### src/hw/nbody_pkg.sv
package nbody_pkg;

  // Lane count, one per axis (x and y)
  localparam int NUM_AXES = 2;

  // Widest body index the address map allows
  localparam int IDX_W = 9;

  typedef logic [31:0] bus_word_t;
  typedef logic [63:0] body_word_t;
  typedef logic [IDX_W-1:0] body_idx_t;

  // ====================
  // Bus function codes, taken from address bits 15..9
  // ====================
  typedef enum logic [6:0] {
    // Registers
    FN_GO       = 7'h40,
    FN_READ     = 7'h41,
    FN_N_BODIES = 7'h42,
    FN_GAP      = 7'h43,
    // Body words, lower half first
    FN_X_LO     = 7'h44,
    FN_X_HI     = 7'h45,
    FN_Y_LO     = 7'h46,
    FN_Y_HI     = 7'h47,
    FN_VX_LO    = 7'h4a,
    FN_VX_HI    = 7'h4b,
    FN_VY_LO    = 7'h4c,
    FN_VY_HI    = 7'h4d,
    // Readback
    FN_DONE     = 7'h50,
    FN_RD_X_LO  = 7'h51,
    FN_RD_X_HI  = 7'h52,
    FN_RD_Y_LO  = 7'h53,
    FN_RD_Y_HI  = 7'h54
  } bus_func_e;

  // Run sequencer states
  typedef enum logic [1:0] {
    ST_IDLE,
    ST_STEP,
    ST_DRAIN
  } seq_state_e;

  // ====================
  // Per-lane commands for one cycle
  // ====================
  typedef struct packed {
    body_idx_t  rd_idx;
    logic       step_valid;
    logic       step_last;
    logic       wr_pos;
    logic       wr_vel;
    body_idx_t  wr_idx;
    body_word_t wr_data;
  } lane_ctrl_t;

endpackage

### src/hw/readback_mux.sv
`timescale 1ns/10ps

module readback_mux (
  input  logic                                             clk,
  input  logic                                             rst,
  input  nbody_pkg::bus_func_e                             rd_func_i,
  input  logic                                             rd_en_i,
  input  nbody_pkg::body_word_t [nbody_pkg::NUM_AXES-1:0]  pos_q_i,
  input  logic                                             done_i,
  output nbody_pkg::bus_word_t                             readdata_o
);
  import nbody_pkg::*;

  bus_word_t rd_sel;

  // Lane 0 is x, lane 1 is y
  always_comb begin
    case (rd_func_i)
      FN_DONE:    rd_sel = {31'd0, done_i};
      FN_RD_X_LO: rd_sel = pos_q_i[0][31:0];
      FN_RD_X_HI: rd_sel = pos_q_i[0][63:32];
      FN_RD_Y_LO: rd_sel = pos_q_i[1][31:0];
      FN_RD_Y_HI: rd_sel = pos_q_i[1][63:32];
      default:    rd_sel = '1;
    endcase
  end

  // Holds the last read until the next one lands
  always_ff @(posedge clk or posedge rst) begin
    if (rst) begin
      readdata_o <= '0;
    end else if (rd_en_i) begin
      readdata_o <= rd_sel;
    end
  end

endmodule

### config.mk
export PLATFORM = sky130hd
export DESIGN_NAME = readback_mux
export DESIGN_NICKNAME = d
export VERILOG_FILES = /design/src/hw/nbody_pkg.sv /design/src/hw/readback_mux.sv
export SDC_FILE = /design/constraint.sdc
export NUM_CORES = 1
export LEC_CHECK = 0
export BUFFER_PORTS_ARGS = -buffer_cell sky130_fd_sc_hd__buf_2
export CORE_MARGIN = 5
export CORE_UTILIZATION = 41
export CTS_CLUSTER_DIAMETER = 120
export DETAILED_ROUTE_END_ITERATION = 10
export GPL_TIMING_DRIVEN = 0
export PLACE_DENSITY = 0.84
export SLEW_MARGIN = 5
export SYNTH_ARGS = -nofsm -noshare
export SYNTH_HDL_FRONTEND = slang
export SYNTH_SLANG_ARGS = --single-unit
### constraint.sdc
create_clock -name clk -period 1.1 [get_ports clk]
set_input_delay 0 -clock clk [delete_from_list [all_inputs] [get_ports clk]]
set_output_delay 0 -clock clk [all_outputs]
set_load 0.005 [all_outputs]
# After elaboration in Yosys (flattened, before gate mapping)

Index checks and enable logic that the tools add are counted.

Word-level logic and storage cells: 7
Output and inout port bits: 32
Register bits after elaboration: 32
Bits of input ports: 139

Equal/unequal tests: 5
Multiplexer cells: 1

Operator list:

| operator           | count |
|---|---|
| $pmux 32 s5        | 1 |
| $eq 7x7->1 const B | 5 |

# Longest topological paths before layout

Depth in word-level cells: 2
Depth in mapped cells: 5

# Worst setup path after synthesis

OpenSTA, ideal clock, no wires.

Path type: input to register
Start point: input port rd_func_i[2]
End point: register readdata_o[0]
Stages on the path: 5
Setup time: 0.126 ns
Setup slack: 0.051 ns
Buffers on the path: 1
Data arrival time: 0.923 ns
Required time: 0.974 ns
Cell sequence: buf_2 > nand2b_1 > a211oi_1 > nor3_1 > o32a_1

Longest elaborated chain between the ends: 2
Elaborated cells between the ends (all ways): 6
Classes of those cells: eq/ne: 5; mux: 1

RTL lines:

| what                 | line               | text |
|---|---|---|
| start, declared      | readback_mux.sv:6  | `input nbody_pkg::bus_func_e rd_func_i,` |
| $eq 7x7->1           | readback_mux.sv:18 | `case (rd_func_i)` |
| $pmux 32 s5 *        | readback_mux.sv:18 |  |
| end signal, assigned | readback_mux.sv:33 | `readdata_o <= rd_sel;` |
| end, declared        | readback_mux.sv:10 | `output nbody_pkg::bus_word_t readdata_o` |

Mark *: on every way between the ends. The rest lies on a longest branch, timed or not.
A chain may end at the register's enable or synchronous reset.

# Worst setup path in the final report

Start point: input port rd_func_i[1]
End point: register readdata_o[26]

The elaborated chain is that of the path after synthesis.

==> metrics.md <==
| Metric | Value |
|---|---|
| Half-perimeter wire length after placement | 6640 um |
| Worst flop-to-flop path startpoint | readdata_o[4] |
| Placed standard-cell area | 3270 um2 |
| Class of the most critical hold timing path | in -> reg |
| Startpoint types | input pin |
| Non-Filler Instances | 509 |
| Fraction of layout cells with a size suffix above 1 | 0.460 |
| DRC violation count after routing | 0 |
| Maximum buffer depth of the clock tree | 2 |
| Worst Tran Pin Value | 0.692 ns |
| Fmax | 0.953 GHz |
| Flip-flop count of the largest register, all copies and words added | 32 |
| Detailed-route wire length per cell | 17.1 um |
| Commonest cells after routing, fill and taps aside | sky130_fd_sc_hd__buf_2 (173), sky130_fd_sc_hd__or3_1 (62), sky130_fd_sc_hd__dfrtp_1 (32) |
| Standard cell core area | 5540 um2 |
| Inserted Clock Buffers | 5 |
| Critical path peak fanout | 10 |
| Time the final worst path needs with I/O delays and setup | 1.05 ns |
| Cell count of the worst reg-to-reg path | 3 |
| Count of boundary I/O pins | 171 |
| Cell area after synthesis | 2340 um2 |
| Maximum number of pins on one net before global-route repair | 33 |
| Crit path cell chain | buf_2 > clkbuf_1 > or3_1 > a221oi_1 > o21ai_1 |
| Number of instances in the synthesized netlist | 259 |
| # rows | 27 |
| Root cell of the clock tree | sky130_fd_sc_hd__clkbuf_8 |
| CP Capture Point | readdata_o[26] |
| Overall die area | 7310 um2 |
| Die H | 85.5 um |
| Final design area excluding fillers | 3390 um2 |
| Leakage | 0.00149 uW |
| Hold path depth | 3 |
| Max-cap violation count | 0 |
| Synth area leaders | sky130_fd_sc_hd__dfrtp_1 (34%), sky130_fd_sc_hd__or3_1 (17%), sky130_fd_sc_hd__mux2i_1 (13%), sky130_fd_sc_hd__a221oi_1 (8.6%), sky130_fd_sc_hd__o21ai_1 (6.2%) |
| Count of antenna-violating nets left after detailed routing | 0 |
| Syn_nets | 398 |
| Total placed cells including tap cells | 499 |
| Number of setup violations in the final report | 0 |
| Worst reg2reg setup slack | 0.15 ns |
| Worst setup path startpoint | rd_func_i[1] |
| Overflow left after global routing | 0 |
| Type of element capturing the critical path | flop |
| CTS H-Tree Depth | 2 |
| Layout-stage area growth over the synthesis result | 45.2% |
| ANT cells | 0 |
| Number of filler instances in the final layout | 487 |
| Post-synth top area cell | sky130_fd_sc_hd__dfrtp_1 |
| Yosys Warn Count | 0 |
| Layout net count | 575 |
| Register ranked first by flip-flop count | readdata_o |
| Number of detailed-routing iterations run before antenna repair | 4 |
| WP data required | 1.25 ns |
| Largest regs | readdata_o (32) |
| Wire length of the first global-routing pass | 13400 um |
| Die width | 85.5 um |
| Final weighted congestion in routability-driven placement | 0.855 |
| Final-layout worst hold slack | 0.00693 ns |
| Standard cell with the maximum stage delay on the critical path | sky130_fd_sc_hd__or3_1 |
| Clock-pin slew on the worst setup and hold paths | 0.07 ns |
| Leading cell type in the layout, fill and taps excluded | sky130_fd_sc_hd__buf_2 |
| Initial drt markers | 162 |
| Clock sink count | 32 |
| Final count of hold timing violations | 0 |
| Normalized max-slew margin | 0.538 |
| Vias in the first global route | 2826 |
| Part of the cycle the worst path needs | 0.954 |
| Post-synth cell types | 23 |
| Status | finished clean |
| Util after Layout | 0.613 |
| WS Path Type | in -> reg |
| Vias per cell | 5.49 |
| Proportion of netlist area held by the largest area contributor | 0.342 |
| Reg-to-Reg End | readdata_o[4] |
| VDD IR max | 0.563 mV |
| Final Slew Violations | 0 |
| Maximum clock skew at final layout | 0 ns |
| Endpoint arrival time on the critical path | 1.20 ns |
| Global routing usage summed across all routing layers | 0.228 |
| Starting density of the core | 0.422 |
| Via Count | 2796 |
| Clock insertion delay at the later pin of the skew report | 0.27 ns |
| CP max stage delay | 0.42 ns |
| Fraction of the yosys area taken by sequential cells | 0.342 |
| Average cell area after synthesis | 9.03 um2 |
| CTS tree | done |
| Power Dens Cells | 828 nW/um2 |
| Number of antenna violations at the first check in global routing | 0 |
| Setup repair after global routing missed its margin | no |
| Wirelength, routed | 8710 um |
| IO Port Bufs | 168 |
| Setup Fix Bufs, Post-CTS | 0 |
| Number of flip-flops and latches in the synthesized netlist | 32 |
[stage by stage]
step	worst slack (ns)	setup TNS (ns)	power, uW
floorplan	0.0510	0	1550
detailed placement	-0.268	-10.06	1900
global placement	-0.238	-9.16	1890
CTS	0.0274	0	2840
global route	0.00375	0	2960
finish	0.0508	0	2810
[cells in the mapped netlist]
library cell,n
sky130_fd_sc_hd__nor3b_1,1
sky130_fd_sc_hd__nor3b_2,1
sky130_fd_sc_hd__nor2_1,31
sky130_fd_sc_hd__nor3_1,2
sky130_fd_sc_hd__nor4b_2,1
sky130_fd_sc_hd__nand2_1,1
sky130_fd_sc_hd__a211oi_1,1
sky130_fd_sc_hd__and4bb_2,1
sky130_fd_sc_hd__o21ai_1,29
sky130_fd_sc_hd__dfrtp_1,32
sky130_fd_sc_hd__mux2i_1,31
sky130_fd_sc_hd__a221oi_2,8
sky130_fd_sc_hd__buf_6,2
sky130_fd_sc_hd__nand2b_1,2
sky130_fd_sc_hd__or3_1,62
sky130_fd_sc_hd__buf_4,4
sky130_fd_sc_hd__nor2b_1,2
sky130_fd_sc_hd__clkbuf_1,15
sky130_fd_sc_hd__o32a_1,1
sky130_fd_sc_hd__buf_2,6
sky130_fd_sc_hd__o21ai_0,2
sky130_fd_sc_hd__inv_1,1
sky130_fd_sc_hd__a221oi_1,23
[layout make-up]
| type | instances | area (um2) | area share |
|---|---|---|---|
| multi-input cells | 199 | 1400 | 0.413 |
| repair buffers | 170 | 861 | 0.254 |
| inverters | 1 | 3.75 | 0.00111 |
| well taps | 72 | 90.1 | 0.0265 |
| flip-flops and latches | 32 | 801 | 0.236 |
| clock buffers | 8 | 90.1 | 0.0265 |
| plain buffers | 27 | 148 | 0.0435 |
[power by group]
group          switching [uW]  internal [uW]  leakage, uW  total [uW]
Sequential               13.9           1200     0.000285        1220
Clock                     412            510    0.0000455         922
Combinational             324            348      0.00116         672
Total                     750           2060      0.00149        2810
[per-layer routing]
layer / global-route usage / wire [um]
met3: 0.0461 / 638
met1: 0.273 / 3490
met4: 0.0691 / 103
met5: 0 / 0
met2: 0.410 / 4480
[what timing repair did]
action | CTS | global route
hold buffers | 1 | 1
hold endpoints to repair | 1 | 32
resized for setup | 0 | 12
endpoints found under the setup margin | 0 | 12
[critical path: cells and delay by family]
family	cells	cell delay, ns
compound gates	2	0.41
simple gates	1	0.42
buf+inv	2	0.37
[worst min-delay path by stage]
stage / slack (ns) / end / startpoint
2_1_floorplan: 0.12 / readdata_o[0] / rst
3_3_place_gp: 0.28 / readdata_o[10] / pos_q_i[42]
3_5_place_dp: 0.28 / readdata_o[12] / pos_q_i[44]
4_1_cts: 0.003 / readdata_o[22] / pos_q_i[54]
5_1_grt: 0.02 / readdata_o[10] / pos_q_i[42]
6_report: 0.007 / readdata_o[13] / pos_q_i[45]
[cell families (layout without fill, tap and decap cells)]
logic type	count (synthesis)	in the layout	share of synthesized area
compound gates	64	64	0.211
buf+inv	28	206	0.0610
flops	32	32	0.342
mux	31	31	0.133
simple gates	104	104	0.253
Power figures use the tool's default switching activity.
