[src/hw/nbody_pkg.sv]
package nbody_pkg;

  // Lane count, one per axis (x and y)
  localparam int NUM_AXES = 2;

  // Widest body index the address map allows
  localparam int IDX_W = 9;

  typedef logic [31:0] bus_word_t;
  typedef logic [63:0] body_word_t;
  typedef logic [IDX_W-1:0] body_idx_t;

  // ====================
  // Bus function codes, taken from address bits 15..9
  // ====================
  typedef enum logic [6:0] {
    // Registers
    FN_GO       = 7'h40,
    FN_READ     = 7'h41,
    FN_N_BODIES = 7'h42,
    FN_GAP      = 7'h43,
    // Body words, lower half first
    FN_X_LO     = 7'h44,
    FN_X_HI     = 7'h45,
    FN_Y_LO     = 7'h46,
    FN_Y_HI     = 7'h47,
    FN_VX_LO    = 7'h4a,
    FN_VX_HI    = 7'h4b,
    FN_VY_LO    = 7'h4c,
    FN_VY_HI    = 7'h4d,
    // Readback
    FN_DONE     = 7'h50,
    FN_RD_X_LO  = 7'h51,
    FN_RD_X_HI  = 7'h52,
    FN_RD_Y_LO  = 7'h53,
    FN_RD_Y_HI  = 7'h54
  } bus_func_e;

  // Run sequencer states
  typedef enum logic [1:0] {
    ST_IDLE,
    ST_STEP,
    ST_DRAIN
  } seq_state_e;

  // ====================
  // Per-lane commands for one cycle
  // ====================
  typedef struct packed {
    body_idx_t  rd_idx;
    logic       step_valid;
    logic       step_last;
    logic       wr_pos;
    logic       wr_vel;
    body_idx_t  wr_idx;
    body_word_t wr_data;
  } lane_ctrl_t;

endpackage

[src/hw/step_sequencer.sv]
`timescale 1ns/10ps

module step_sequencer #(
  parameter int BODIES = 16
) (
  input  logic                          clk,
  input  logic                          rst,
  input  logic                          go_i,
  input  logic                          read_i,
  input  logic [$clog2(BODIES + 1)-1:0] n_bodies_i,
  input  nbody_pkg::bus_word_t          gap_i,
  input  logic                          step_done_i,
  output logic                          step_valid_o,
  output nbody_pkg::body_idx_t          step_idx_o,
  output logic                          step_last_o,
  output logic                          idle_o,
  output logic                          done_o
);
  import nbody_pkg::*;

  localparam int CNT_W = $clog2(BODIES + 1);

  seq_state_e       state_q;
  logic [CNT_W-1:0] idx_q;
  logic [CNT_W-1:0] idx_next;
  bus_word_t        step_cnt_q;
  logic             done_q;

  assign idx_next     = idx_q + 1'b1;
  assign step_valid_o = (state_q == ST_STEP);
  assign step_idx_o   = body_idx_t'(idx_q);
  assign step_last_o  = step_valid_o && (idx_next == n_bodies_i);
  assign idle_o       = (state_q == ST_IDLE);
  assign done_o       = done_q;

  // ====================
  // Run FSM
  // ====================
  always_ff @(posedge clk or posedge rst) begin
    if (rst) begin
      state_q    <= ST_IDLE;
      idx_q      <= '0;
      step_cnt_q <= '0;
      done_q     <= 1'b0;
    end else if (!go_i) begin
      // Abort, and a dropped go also clears done
      state_q <= ST_IDLE;
      done_q  <= 1'b0;
    end else begin
      case (state_q)
        ST_IDLE: begin
          if (read_i) begin
            done_q <= 1'b0;
          end else if (!done_q) begin
            idx_q      <= '0;
            step_cnt_q <= '0;
            // Nothing to integrate, finish at once
            if (n_bodies_i == '0) begin
              done_q <= 1'b1;
            end else begin
              state_q <= ST_STEP;
            end
          end
        end
        ST_STEP: begin
          // One body issued per cycle
          idx_q <= idx_next;
          if (step_last_o) begin
            state_q <= ST_DRAIN;
          end
        end
        ST_DRAIN: begin
          // Wait for the last writeback before the next step reads
          if (step_done_i) begin
            idx_q <= '0;
            if ((step_cnt_q + 32'd1) >= gap_i) begin
              done_q  <= 1'b1;
              state_q <= ST_IDLE;
            end else begin
              step_cnt_q <= step_cnt_q + 32'd1;
              state_q    <= ST_STEP;
            end
          end
        end
        default: state_q <= ST_IDLE;
      endcase
    end
  end

  a_done_in_idle: assert property (@(posedge clk) disable iff (rst)
    done_q |-> (state_q == ST_IDLE));

  a_idx_in_range: assert property (@(posedge clk) disable iff (rst)
    step_valid_o |-> (idx_q < n_bodies_i));

  // A run starts only with go high, read low and done clear
  a_start_needs_go: assert property (@(posedge clk) disable iff (rst)
    (state_q == ST_IDLE && (!go_i || read_i || done_q)) |=> (state_q == ST_IDLE));

endmodule

[src/hw/host_regs.sv]
`timescale 1ns/10ps

module host_regs #(
  parameter int BODIES = 16
) (
  input  logic                                            clk,
  input  logic                                            rst,
  input  logic                                            chipselect_i,
  input  logic                                            write_i,
  input  logic                                            read_i,
  input  logic [15:0]                                     addr_i,
  input  nbody_pkg::bus_word_t                            writedata_i,
  input  logic [nbody_pkg::NUM_AXES-1:0]                  wb_last_i,
  output nbody_pkg::lane_ctrl_t [nbody_pkg::NUM_AXES-1:0] lane_ctrl_o,
  output logic                                            done_o,
  output nbody_pkg::bus_func_e                            rd_func_o,
  output logic                                            rd_en_o
);
  import nbody_pkg::*;

  localparam int CNT_W = $clog2(BODIES + 1);

  // Upper-half codes that commit a word, per lane
  localparam bus_func_e POS_HI_FN [NUM_AXES] = '{FN_X_HI, FN_Y_HI};
  localparam bus_func_e VEL_HI_FN [NUM_AXES] = '{FN_VX_HI, FN_VY_HI};

  bus_func_e        func;
  logic             wr_acc;
  logic             cfg_wr;
  logic             body_lo;
  logic             go_q;
  logic             read_q;
  logic [CNT_W-1:0] n_bodies_q;
  bus_word_t        gap_q;
  bus_word_t        lo_q;
  logic             seq_valid;
  logic             seq_last;
  logic             seq_idle;
  body_idx_t        seq_idx;

  assign func    = bus_func_e'(addr_i[15:9]);
  assign wr_acc  = chipselect_i & write_i;
  // Body and config writes only land while the engine is idle
  assign cfg_wr  = wr_acc & seq_idle;
  assign body_lo = func inside {FN_X_LO, FN_Y_LO, FN_VX_LO, FN_VY_LO};

  // ====================
  // Configuration registers
  // ====================
  always_ff @(posedge clk or posedge rst) begin
    if (rst) begin
      go_q       <= 1'b0;
      read_q     <= 1'b0;
      n_bodies_q <= '0;
      gap_q      <= '0;
      rd_en_o    <= 1'b0;
      rd_func_o  <= FN_DONE;
    end else begin
      // Align the read code with the synchronous memory read
      rd_en_o   <= chipselect_i & read_i;
      rd_func_o <= func;
      if (wr_acc) begin
        case (func)
          FN_GO:       go_q <= writedata_i[0];
          FN_READ:     read_q <= writedata_i[0];
          FN_N_BODIES: if (seq_idle) n_bodies_q <= writedata_i[CNT_W-1:0];
          FN_GAP:      if (seq_idle) gap_q <= writedata_i;
          default:     ;
        endcase
      end
    end
  end

  // Lower half waits here for its upper half
  always_ff @(posedge clk) begin
    if (wr_acc && body_lo) begin
      lo_q <= writedata_i;
    end
  end

  step_sequencer #(
    .BODIES (BODIES)
  ) step_sequencer_i (
    .clk          (clk),
    .rst          (rst),
    .go_i         (go_q),
    .read_i       (read_q),
    .n_bodies_i   (n_bodies_q),
    .gap_i        (gap_q),
    .step_done_i  (wb_last_i[0]),
    .step_valid_o (seq_valid),
    .step_idx_o   (seq_idx),
    .step_last_o  (seq_last),
    .idle_o       (seq_idle),
    .done_o       (done_o)
  );

  // ====================
  // Lane control words
  // ====================
  always_comb begin
    for (int a = 0; a < NUM_AXES; a++) begin
      // Sequencer owns the read port during a step
      lane_ctrl_o[a].rd_idx     = seq_valid ? seq_idx : addr_i[IDX_W-1:0];
      lane_ctrl_o[a].step_valid = seq_valid;
      lane_ctrl_o[a].step_last  = seq_last;
      lane_ctrl_o[a].wr_pos     = cfg_wr && (func == POS_HI_FN[a]);
      lane_ctrl_o[a].wr_vel     = cfg_wr && (func == VEL_HI_FN[a]);
      lane_ctrl_o[a].wr_idx     = addr_i[IDX_W-1:0];
      lane_ctrl_o[a].wr_data    = {writedata_i, lo_q};
    end
  end

  // Lanes run in lockstep, so lane 0 speaks for all of them
  a_lanes_lockstep: assert property (@(posedge clk) disable iff (rst)
    (|wb_last_i) |-> (&wb_last_i));

endmodule

[config.mk]
export PLATFORM = sky130hd
export DESIGN_NAME = host_regs
export DESIGN_NICKNAME = d
export VERILOG_FILES = /design/src/hw/nbody_pkg.sv /design/src/hw/step_sequencer.sv /design/src/hw/host_regs.sv
export SDC_FILE = /design/constraint.sdc
export NUM_CORES = 1
export LEC_CHECK = 0
export BUFFER_PORTS_ARGS = -buffer_cell sky130_fd_sc_hd__buf_2
export CAP_MARGIN = 20
export CORE_MARGIN = 5
export CORE_UTILIZATION = 30
export CTS_CLUSTER_SIZE = 24
export DETAILED_ROUTE_END_ITERATION = 8
export HOLD_SLACK_MARGIN = 0.03
export REMOVE_ABC_BUFFERS = 1
export SYNTH_ARGS = -nofsm -noshare
export SYNTH_HDL_FRONTEND = slang
export SYNTH_SLANG_ARGS = --single-unit
[constraint.sdc]
create_clock -name clk -period 7.7 [get_ports clk]
set_clock_uncertainty 0.1 [all_clocks]
set_input_delay 0.385 -clock clk [delete_from_list [all_inputs] [get_ports clk]]
set_output_delay 0.385 -clock clk [all_outputs]
set_load 0.005 [all_outputs]
Yosys cells after proc, flatten, opt, wreduce, memory -nomap -nowiden
Index checks and enable logic that the tools add are counted.
{ "classes": {"addsub": 2, "order_cmp": 1, "n_eq_ne": 26, "mux": 25, "n_bitwise": 3, "n_reduce_logical": 19} }
{ "op_table": {"columns": ["op", "count"], "rows": [
  ["$mux 32", 4],
  ["$eq 7x7->1 const B", 12],
  ["$pmux 32 s2", 1],
  ["$add 32x1->32 const B", 1],
  ["$ge 32x32->1", 1],
  ["$mux 5", 3],
  ["$pmux 5 s3", 1],
  ["$mux 2", 6],
  ["$ne 3x3->1 const B", 4],
  ["$reduce_and 5->1", 2],
  ["$mux 9", 1],
  ["$reduce_and 3->1", 3],
  ["$ne 2x2->1 const B", 4],
  ["$mux 1", 7],
  ["$logic_and 1x1->1", 6],
  ["$ne 3x2->1 const B", 2],
  ["$pmux 2 s3", 1],
  ["$reduce_and 6->1", 1],
  ["$add 5x1->5 const B", 1],
  ["$eq 5x5->1", 1],
  ["$logic_not 5->1", 1],
  ["$reduce_and 2->1", 2],
  ["$reduce_bool 4->1", 1],
  ["$and 1x1->1", 3],
  ["other kinds (7)", 7]
]} }
{ "totals": {"regBits": 119, "word_cells": 87} }

Logic depth before layout (Yosys ltp)
Gate-level depths: netlist (run 1).
{ "logic_depth": {"word_depth": 6, "ltp_mapped": 17} }

By module
Synthesis (run 1) repeated with hierarchy kept, for this count alone.
{ "hier_totals": {"cells_unflattened": 716, "hier_area_um2": 7571.0} }
{ "modules_own_cells": {"columns": ["module", "instances", "cells_each", "area_per_inst_um2", "seq_area_each_um2"], "rows": [
  ["host_regs", 1, 283, 3958.8, 2139.6],
  ["step_sequencer", 1, 433, 3612.2, 1001.0]
]} }

Worst setup path before layout (run 1)
OpenSTA, ideal clock, no wires.
{ "synth_timing": {"path_kind": "reg-to-reg", "start": "reg step_sequencer_i.step_cnt_q[16]", "end": "reg step_sequencer_i.step_cnt_q[16]", "setup_time_ns": 0.127, "t_arrival_ns": 3.554, "setup_slack_ns": 3.918, "path_stages_with_launch": 16, "synth_period_minus_slack_ns": 3.782, "path_cell_list": "dfrtp_1 -> clkbuf_1 -> nand4_1 -> nor2_1 -> nand4_2 -> or3_1 -> xnor2_1 -> ha_1 -> nand4_1 -> nor3_1 -> nand4_1 -> a311oi_1 -> and3b_1 -> buf_2 -> mux2i_1 -> or2_2"} }
{ "synth_via": {"elab_chain_cells": 4, "elab_cells_between_ends": 7, "classes_between": "add/sub: 1; order compare: 1; eq/ne: 1; mux: 3; reduce/logical: 1"} }
{ "synth_rtl": {"columns": ["item", "line", "rtl"], "rows": [
  ["from (decl)", "step_sequencer.sv:26", "bus_word_t step_cnt_q;"],
  ["from (signal assigned)", "step_sequencer.sv:80", "step_cnt_q <= step_cnt_q + 32'd1;"],
  ["$add 32x1->32 *", "step_sequencer.sv:76, step_sequencer.sv:80", null],
  ["$ge 32x32->1 or $mux 32 (tied branches)", "step_sequencer.sv:76", "if ((step_cnt_q + 32'd1) >= gap_i) begin"],
  ["$ne 2x2->1 (no line) or $mux 32 (tied branches)", null, null],
  ["$reduce_and 6->1 (no line) or $pmux 32 s2 (tied branches)", null, null]
]} }
Every way passes the cells marked *; elsewhere a longest branch is shown, timed or not. The select of a mux whose other input is x is not followed.
A chain may end at the register's enable or synchronous reset.

Final worst setup path (run 1)
{ "layout_timing": {"start": "reg step_sequencer_i.step_cnt_q[16]", "end": "reg step_sequencer_i.step_cnt_q[0]"} }
{ "layout_via": {"elab_chain_cells": 4} }
{ "layout_rtl": {"columns": ["item", "line"], "rows": [
  ["$add 32x1->32", "step_sequencer.sv:76"],
  ["$ge 32x32->1", "step_sequencer.sv:76"],
  ["$ne 2x2->1 (no line)", null],
  ["$reduce_and 6->1 (no line)", null]
]} }
Every way passes these cells.

==> reports/metrics.cfg, run 1 <==
[status]
status=completed

[die]
initial_core_util=0.306
num_rows=56
die_h_um=165
dieWidth_um=165
dieArea_um2=27200
core_um2=23500
io_pins=236

[layout]
fillCellCount=2401
antenna_cells=0
fin_nets=914
drive_gt1_frac=0.389
seqCellArea_um2=3140
multiInputGateArea_um2=2870
fin_area_um2=8370
area_growth_pct=16.2

[global_route]
grt_antenna_before_repair=0
grt_pass1_vias=5112
grt_usage=0.122
grt-ovfl-total=0
grt_start_max_net_pins=67
grt_first_pass_wirelength_um=26000

[detailed_routing]
vias=5187
drt-pass1-iter-count=5
drtIter0Drc=229
drc_errors=0
vias_per_cell=4.48
wirelength_um=16400
wl_per_cell_um=14.2
postRouteAntennaNets=0

[sta]
hold_viol_final=0
tightest_slew_ns=1.07
slew_headroom=0.282
period_share=0.620
tns_ns=0
max_freq_mhz=210
drv_slew=0
setup_viol=0
period_minus_slack_ns=4.77
rsz0062_at_grt=false

[place]
portBuffers=234
postPlaceCellArea_um2=7770
gp_congestion=0.811
dp_hpwl_um=12000

[logic_synthesis]
synth.distinct_cells=54
synth_most_common_cell=buf_4
avgSynthCellArea_um2=10.1
syn_area_um2=7200
synth.top_cells.by_area=dfrtp_1 30%, edfxtp_1 13%, buf_4 13%, mux2_2 6.4%, ha_1 5.9%
synth_flop_cell=dfrtp_1
yosysSeqAreaShare=0.436
yosys_warnings=0
synth_common_cells=127 x buf_4, 85 x dfrtp_1, 65 x nand2_1
yosysTopAreaCellShare=0.296
synthArstFlopShare=0.731
netlist_instances=712
synth_edf_count=32
synth_top_area_cell=dfrtp_1
ys_ff_latch=119

[setup_path]
crit_type=reg2reg
r2r-start=step_sequencer_i.step_cnt_q[16]
required_ns=7.95
crit_path_end_kind=register
startpoint=step_sequencer_i.step_cnt_q[16]
reg2reg_depth=14
start_kind=register
cp.arrival_ns=5.03
r2r_end=step_sequencer_i.step_cnt_q[0]
cp_max_fo=28
reg2reg_slack_ns=2.93

[power_and_ir_drop]
p_per_area_nw_per_um2=229
irDropWorstVdd_mv=0.146
power_mw=1.91
leakage_nw=3.94

[cts]
insertion_delay_ns=0.42
hold_buffers=5
clk_path_buf_depth=2
htree_levels=4
cts.clk_slew.worst_paths_ns=0.06
cts_buffers=17
cts_root_buf=clkbuf_16
cts_tree=built
clock-sinks=119
cts_setup_buffers=0
cts_resized=0

[min_path]
hold_start=addr_i[12]
holdPathStages=1
holdCritPathClass=in2reg
min_to=rd_func_o[3]

[run]
maxCapViolCount=0

how the worst max path moves through the flow:
stage,slack (ns),endpoint
after global routing,2.48,step_sequencer_i.step_cnt_q[0]
after floorplan,3.46,step_sequencer_i.step_cnt_q[0]
after CTS,2.88,step_sequencer_i.step_cnt_q[0]
after detailed placement,2.90,step_sequencer_i.step_cnt_q[0]
final,2.93,step_sequencer_i.step_cnt_q[0]
after global placement,2.94,step_sequencer_i.step_cnt_q[0]
report_power, final:
part | switching, mW | internal, mW
Combinational | 0.221 | 0.172
Sequential | 0.0806 | 0.703
Clock | 0.320 | 0.418
flip-flops by register name (all words and copies together) (netlist names):
signal                       flops
rd_en_o                          1
gap_q                           32
step_sequencer_i.idx_q           5
n_bodies_q                       5
lo_q                            32
go_q                             1
step_sequencer_i.state_q         2
read_q                           1
step_sequencer_i.done_o          1
rd_func_o                        7
step_sequencer_i.step_cnt_q     32
worst max-delay path, cell delays in order, from the launching register on:
cell	delay, ns
dfrtp_1	0.47
nand4_1	0.27
nor2_1	0.36
nand4_2	0.27
or3_1	0.49
xnor2_1	0.15
ha_1	0.31
nand4_1	0.13
nor3_1	0.42
nand4_1	0.20
a311oi_1	0.30
nand3b_1	0.16
buf_4	0.29
a21o_1	0.53
mux2_2	0.26
layer usage:
| metal | GRT usage | wire length, um |
|---|---|---|
| met2 | 0.201 | 8000 |
| met4 | 0.0397 | 177 |
| met5 | 0 | 0 |
| met3 | 0.0332 | 949 |
| met1 | 0.155 | 7270 |
layout by cell type (no fill, tap or decap), types with 7 or more instances in the layout:
cell / instances
dfrtp_1: 85
o21ai_0: 17
or4_1: 10
buf_2: 234
nand3_1: 34
xnor2_1: 24
nor3_1: 13
edfxtp_1: 32
buf_4: 7
o211ai_1: 9
xor2_1: 12
clkbuf_16: 17
a21oi_1: 19
nand2_1: 65
a22o_1: 12
inv_1: 35
mux2_2: 41
nand4_1: 16
and2_1: 11
ha_1: 34
nor2_1: 27
area by class of cell:
type	count	area share
Clock buffer	17	0.0509
Clock inverter	15	0.0144
Inverter	37	0.0168
Multi-Input combinational cell	404	0.343
Sequential cell	119	0.375
Tap cell	319	0.0477
Timing Repair Buffer	246	0.152
cell families (layout without fill, tap and decap cells):
kind of cell,count (synthesis),in the layout,synth area share
xor gates and xnor gates,36,36,0.0438
buffers and inverters,189,315,0.166
muxes,45,45,0.0697
DFF,119,119,0.436
adders and majority gates,34,34,0.0591
AOI/OAI and AO/OA,76,76,0.0715
and+or+nand+nor,213,213,0.154
metrics by stage:
stage / util / cells / hold WS [ns] / setup WS, ns
after floorplan: - / 560 / 0.289 / 3.46
after detailed placement: 0.330 / 1120 / 0.305 / 2.90
after CTS: 0.355 / 1157 / 0.0308 / 2.88
after global placement: 0.330 / 1120 / 0.303 / 2.94
final: 0.355 / 1157 / 0.0592 / 2.93
after global routing: 0.355 / 1157 / 0.0329 / 2.48
Note: power is estimated with default switching activity, not from simulation.
==> run 2, diff against run 1 <==
==> constraint.sdc (replaced) <==
create_clock -name clk -period 4.53 [get_ports clk]
set_clock_uncertainty 0.1 [all_clocks]
set_input_delay 0.2265 -clock clk [delete_from_list [all_inputs] [get_ports clk]]
set_output_delay 0.2265 -clock clk [all_outputs]
set_load 0.005 [all_outputs]
==> run 2 against run 1 <==
Fmax rose by 13%; setup slack got worse by 2.6 ns; critical path depth rose by 1; via count rose by 5.3%; sequential cell count did not move; clock power rose by 98%; first-iteration DRC count rose by 25%; sequential share of layout area fell by 2.6 points; combinational power rose by 95%; global-route usage rose by 0.57 points; sequential power rose by 68%.
==> reports/metrics.cfg, run 2 (synthesis gave the netlist of run 1 again) <==
[status]
status=completed

[layout]
antenna_cells=0
drive_gt1_frac=0.386
fin_area_um2=8980
area_growth_pct=24.8
top_regs=gap_q (32), lo_q (32), step_sequencer_i.step_cnt_q (32)
fin_nets=967
final_common_cell=buf_2
final_cell_mix=234 x buf_2, 85 x dfrtp_1, 65 x nand2_1, 43 x dlygate4sd3_1, 41 x mux2_2

[cts]
clk_path_buf_depth=2
clock-sinks=119
cts_root_buf=clkbuf_16
cts_buffers=17
insertion_delay_ns=0.42
htree_levels=4
cts.clk_slew.worst_paths_ns=0.06
cts_tree=built

[place]
gp_congestion=0.791
dp_slack_ns=0.172
portBuffers=234
postPlaceCellArea_um2=7870
dp_hpwl_um=12200

[detailed_routing]
postRouteAntennaNets=0
drc_errors=0
wl_per_cell_um=14.3
wirelength_um=17400
vias=5464
drtIter0Drc=287
vias_per_cell=4.52
drt-pass1-iter-count=4

[sta]
drv_slew=0
holdWs_ns=0.161
tns_ns=0
period_minus_slack_ns=4.23
hold_viol_final=0
slew_headroom=0.484
period_share=0.933
fin_ws_ns=0.302
max_freq_mhz=237
tightest_slew_ns=0.774
rsz0062_at_grt=false
setup_viol=0

[power_and_ir_drop]
irDropWorstVdd_mv=0.224
power_mw=3.54
p_per_area_nw_per_um2=395
leakage_nw=4.23

[global_route]
grt_usage=0.128
grt-ovfl-total=0
grt_start_max_net_pins=57
grt-busiest-layer=met2
grt_pass1_vias=5343
grt_first_pass_wirelength_um=27600
grt_use_met2=0.211
met1_usage=0.166
grt_antenna_before_repair=0
use_met3=0.0289

[die]
dieArea_um2=27200
num_rows=56
io_pins=236
core_um2=23500
dieWidth_um=165
die_h_um=165
initial_core_util=0.306

[setup_path]
startpoint=step_sequencer_i.step_cnt_q[16]
r2r_end=step_sequencer_i.done_o
start_kind=register
cp_max_fo=16
path_common_cell=nand4_1
reg2reg_depth=15
cp.arrival_ns=4.45
endpoint=step_sequencer_i.done_o
reg2reg_slack_ns=0.30
crit_chain=nand4_1, nor2_2, nand4_2, or3_1, xnor2_1, ha_1, nand4_1, nor3_2, nand4_1, a311oi_1, nand3b_1, buf_4, buf_4, nand3_1, a21boi_0
crit_path_end_kind=register
slowest_stage=dfrtp_1
cpPeakStageDelay_ns=0.50
crit_type=reg2reg
required_ns=4.75
r2r-start=step_sequencer_i.step_cnt_q[16]

[min_path]
holdCritPathClass=in2async

[run]
maxCapViolCount=0

run 2: cell types whose count changed in the layout (fill, tap and decap cells not counted), sizes merged:
cell         change
dlygate4sd3     +38
buf             +15
bufinv           +4
inv              -3
clkinvlp         -2
clkbuf           +1
run 2: worst min path at each step:
stage          startpoint           end  slack [ns]  depth (start not counted)
3_5_place_dp   addr_i[15]  rd_func_o[6]        0.24                          1
6_report              rst     gap_q[11]        0.16                          3
5_1_grt               rst     gap_q[11]        0.18                          3
2_1_floorplan  addr_i[13]  rd_func_o[4]        0.13                          0
3_3_place_gp   addr_i[13]  rd_func_o[4]        0.24                          1
4_1_cts        addr_i[15]  rd_func_o[6]        0.34                          2
run 2: timing repair:
action                                 in CTS  in global routing
gates resized for setup                     0                  2
setup endpoints to repair                   0                 23
hold buffers                               43                  0
endpoints found under the hold margin     125                  0
buffers inserted                            0                  0
run 2: area by class of cell:
cell class | count | area (um^2)
multi-input cells | 404 | 2870
repair buffers | 299 | 1790
clock inverters | 14 | 195
inverters | 37 | 140
fillers | 2340 | 14600
clock buffers | 18 | 439
well taps | 319 | 399
flip-flops and latches | 119 | 3140
run 2: per-layer routing:
layer / vias to the layer above / wire length, um
met4: 0 / 251
li1: 2691 / -
met5: - / 0
met1: 2602 / 7830
met3: 20 / 934
met2: 151 / 8340
run 2: critical path, delay by kind of cell, from the launching register on:
| family | cells | cell delay [ns] |
|---|---|---|
| compound gates | 2 | 0.52 |
| xor+xnor | 1 | 0.15 |
| fa+ha+maj | 1 | 0.35 |
| buf+inv | 2 | 0.44 |
| flops | 1 | 0.50 |
| simple gates | 9 | 2.06 |
run 2: metrics by stage:
stage,std cells,util
after floorplan,560,-
after global placement,1133,0.334
after detailed placement,1133,0.334
after CTS,1208,0.379
after global routing,1210,0.381
final,1210,0.381
run 2: where the power goes:
part,switching (mW),internal (mW)
Sequential,0.124,1.20
Combinational,0.419,0.344
Clock,0.520,0.940
Total,1.06,2.48
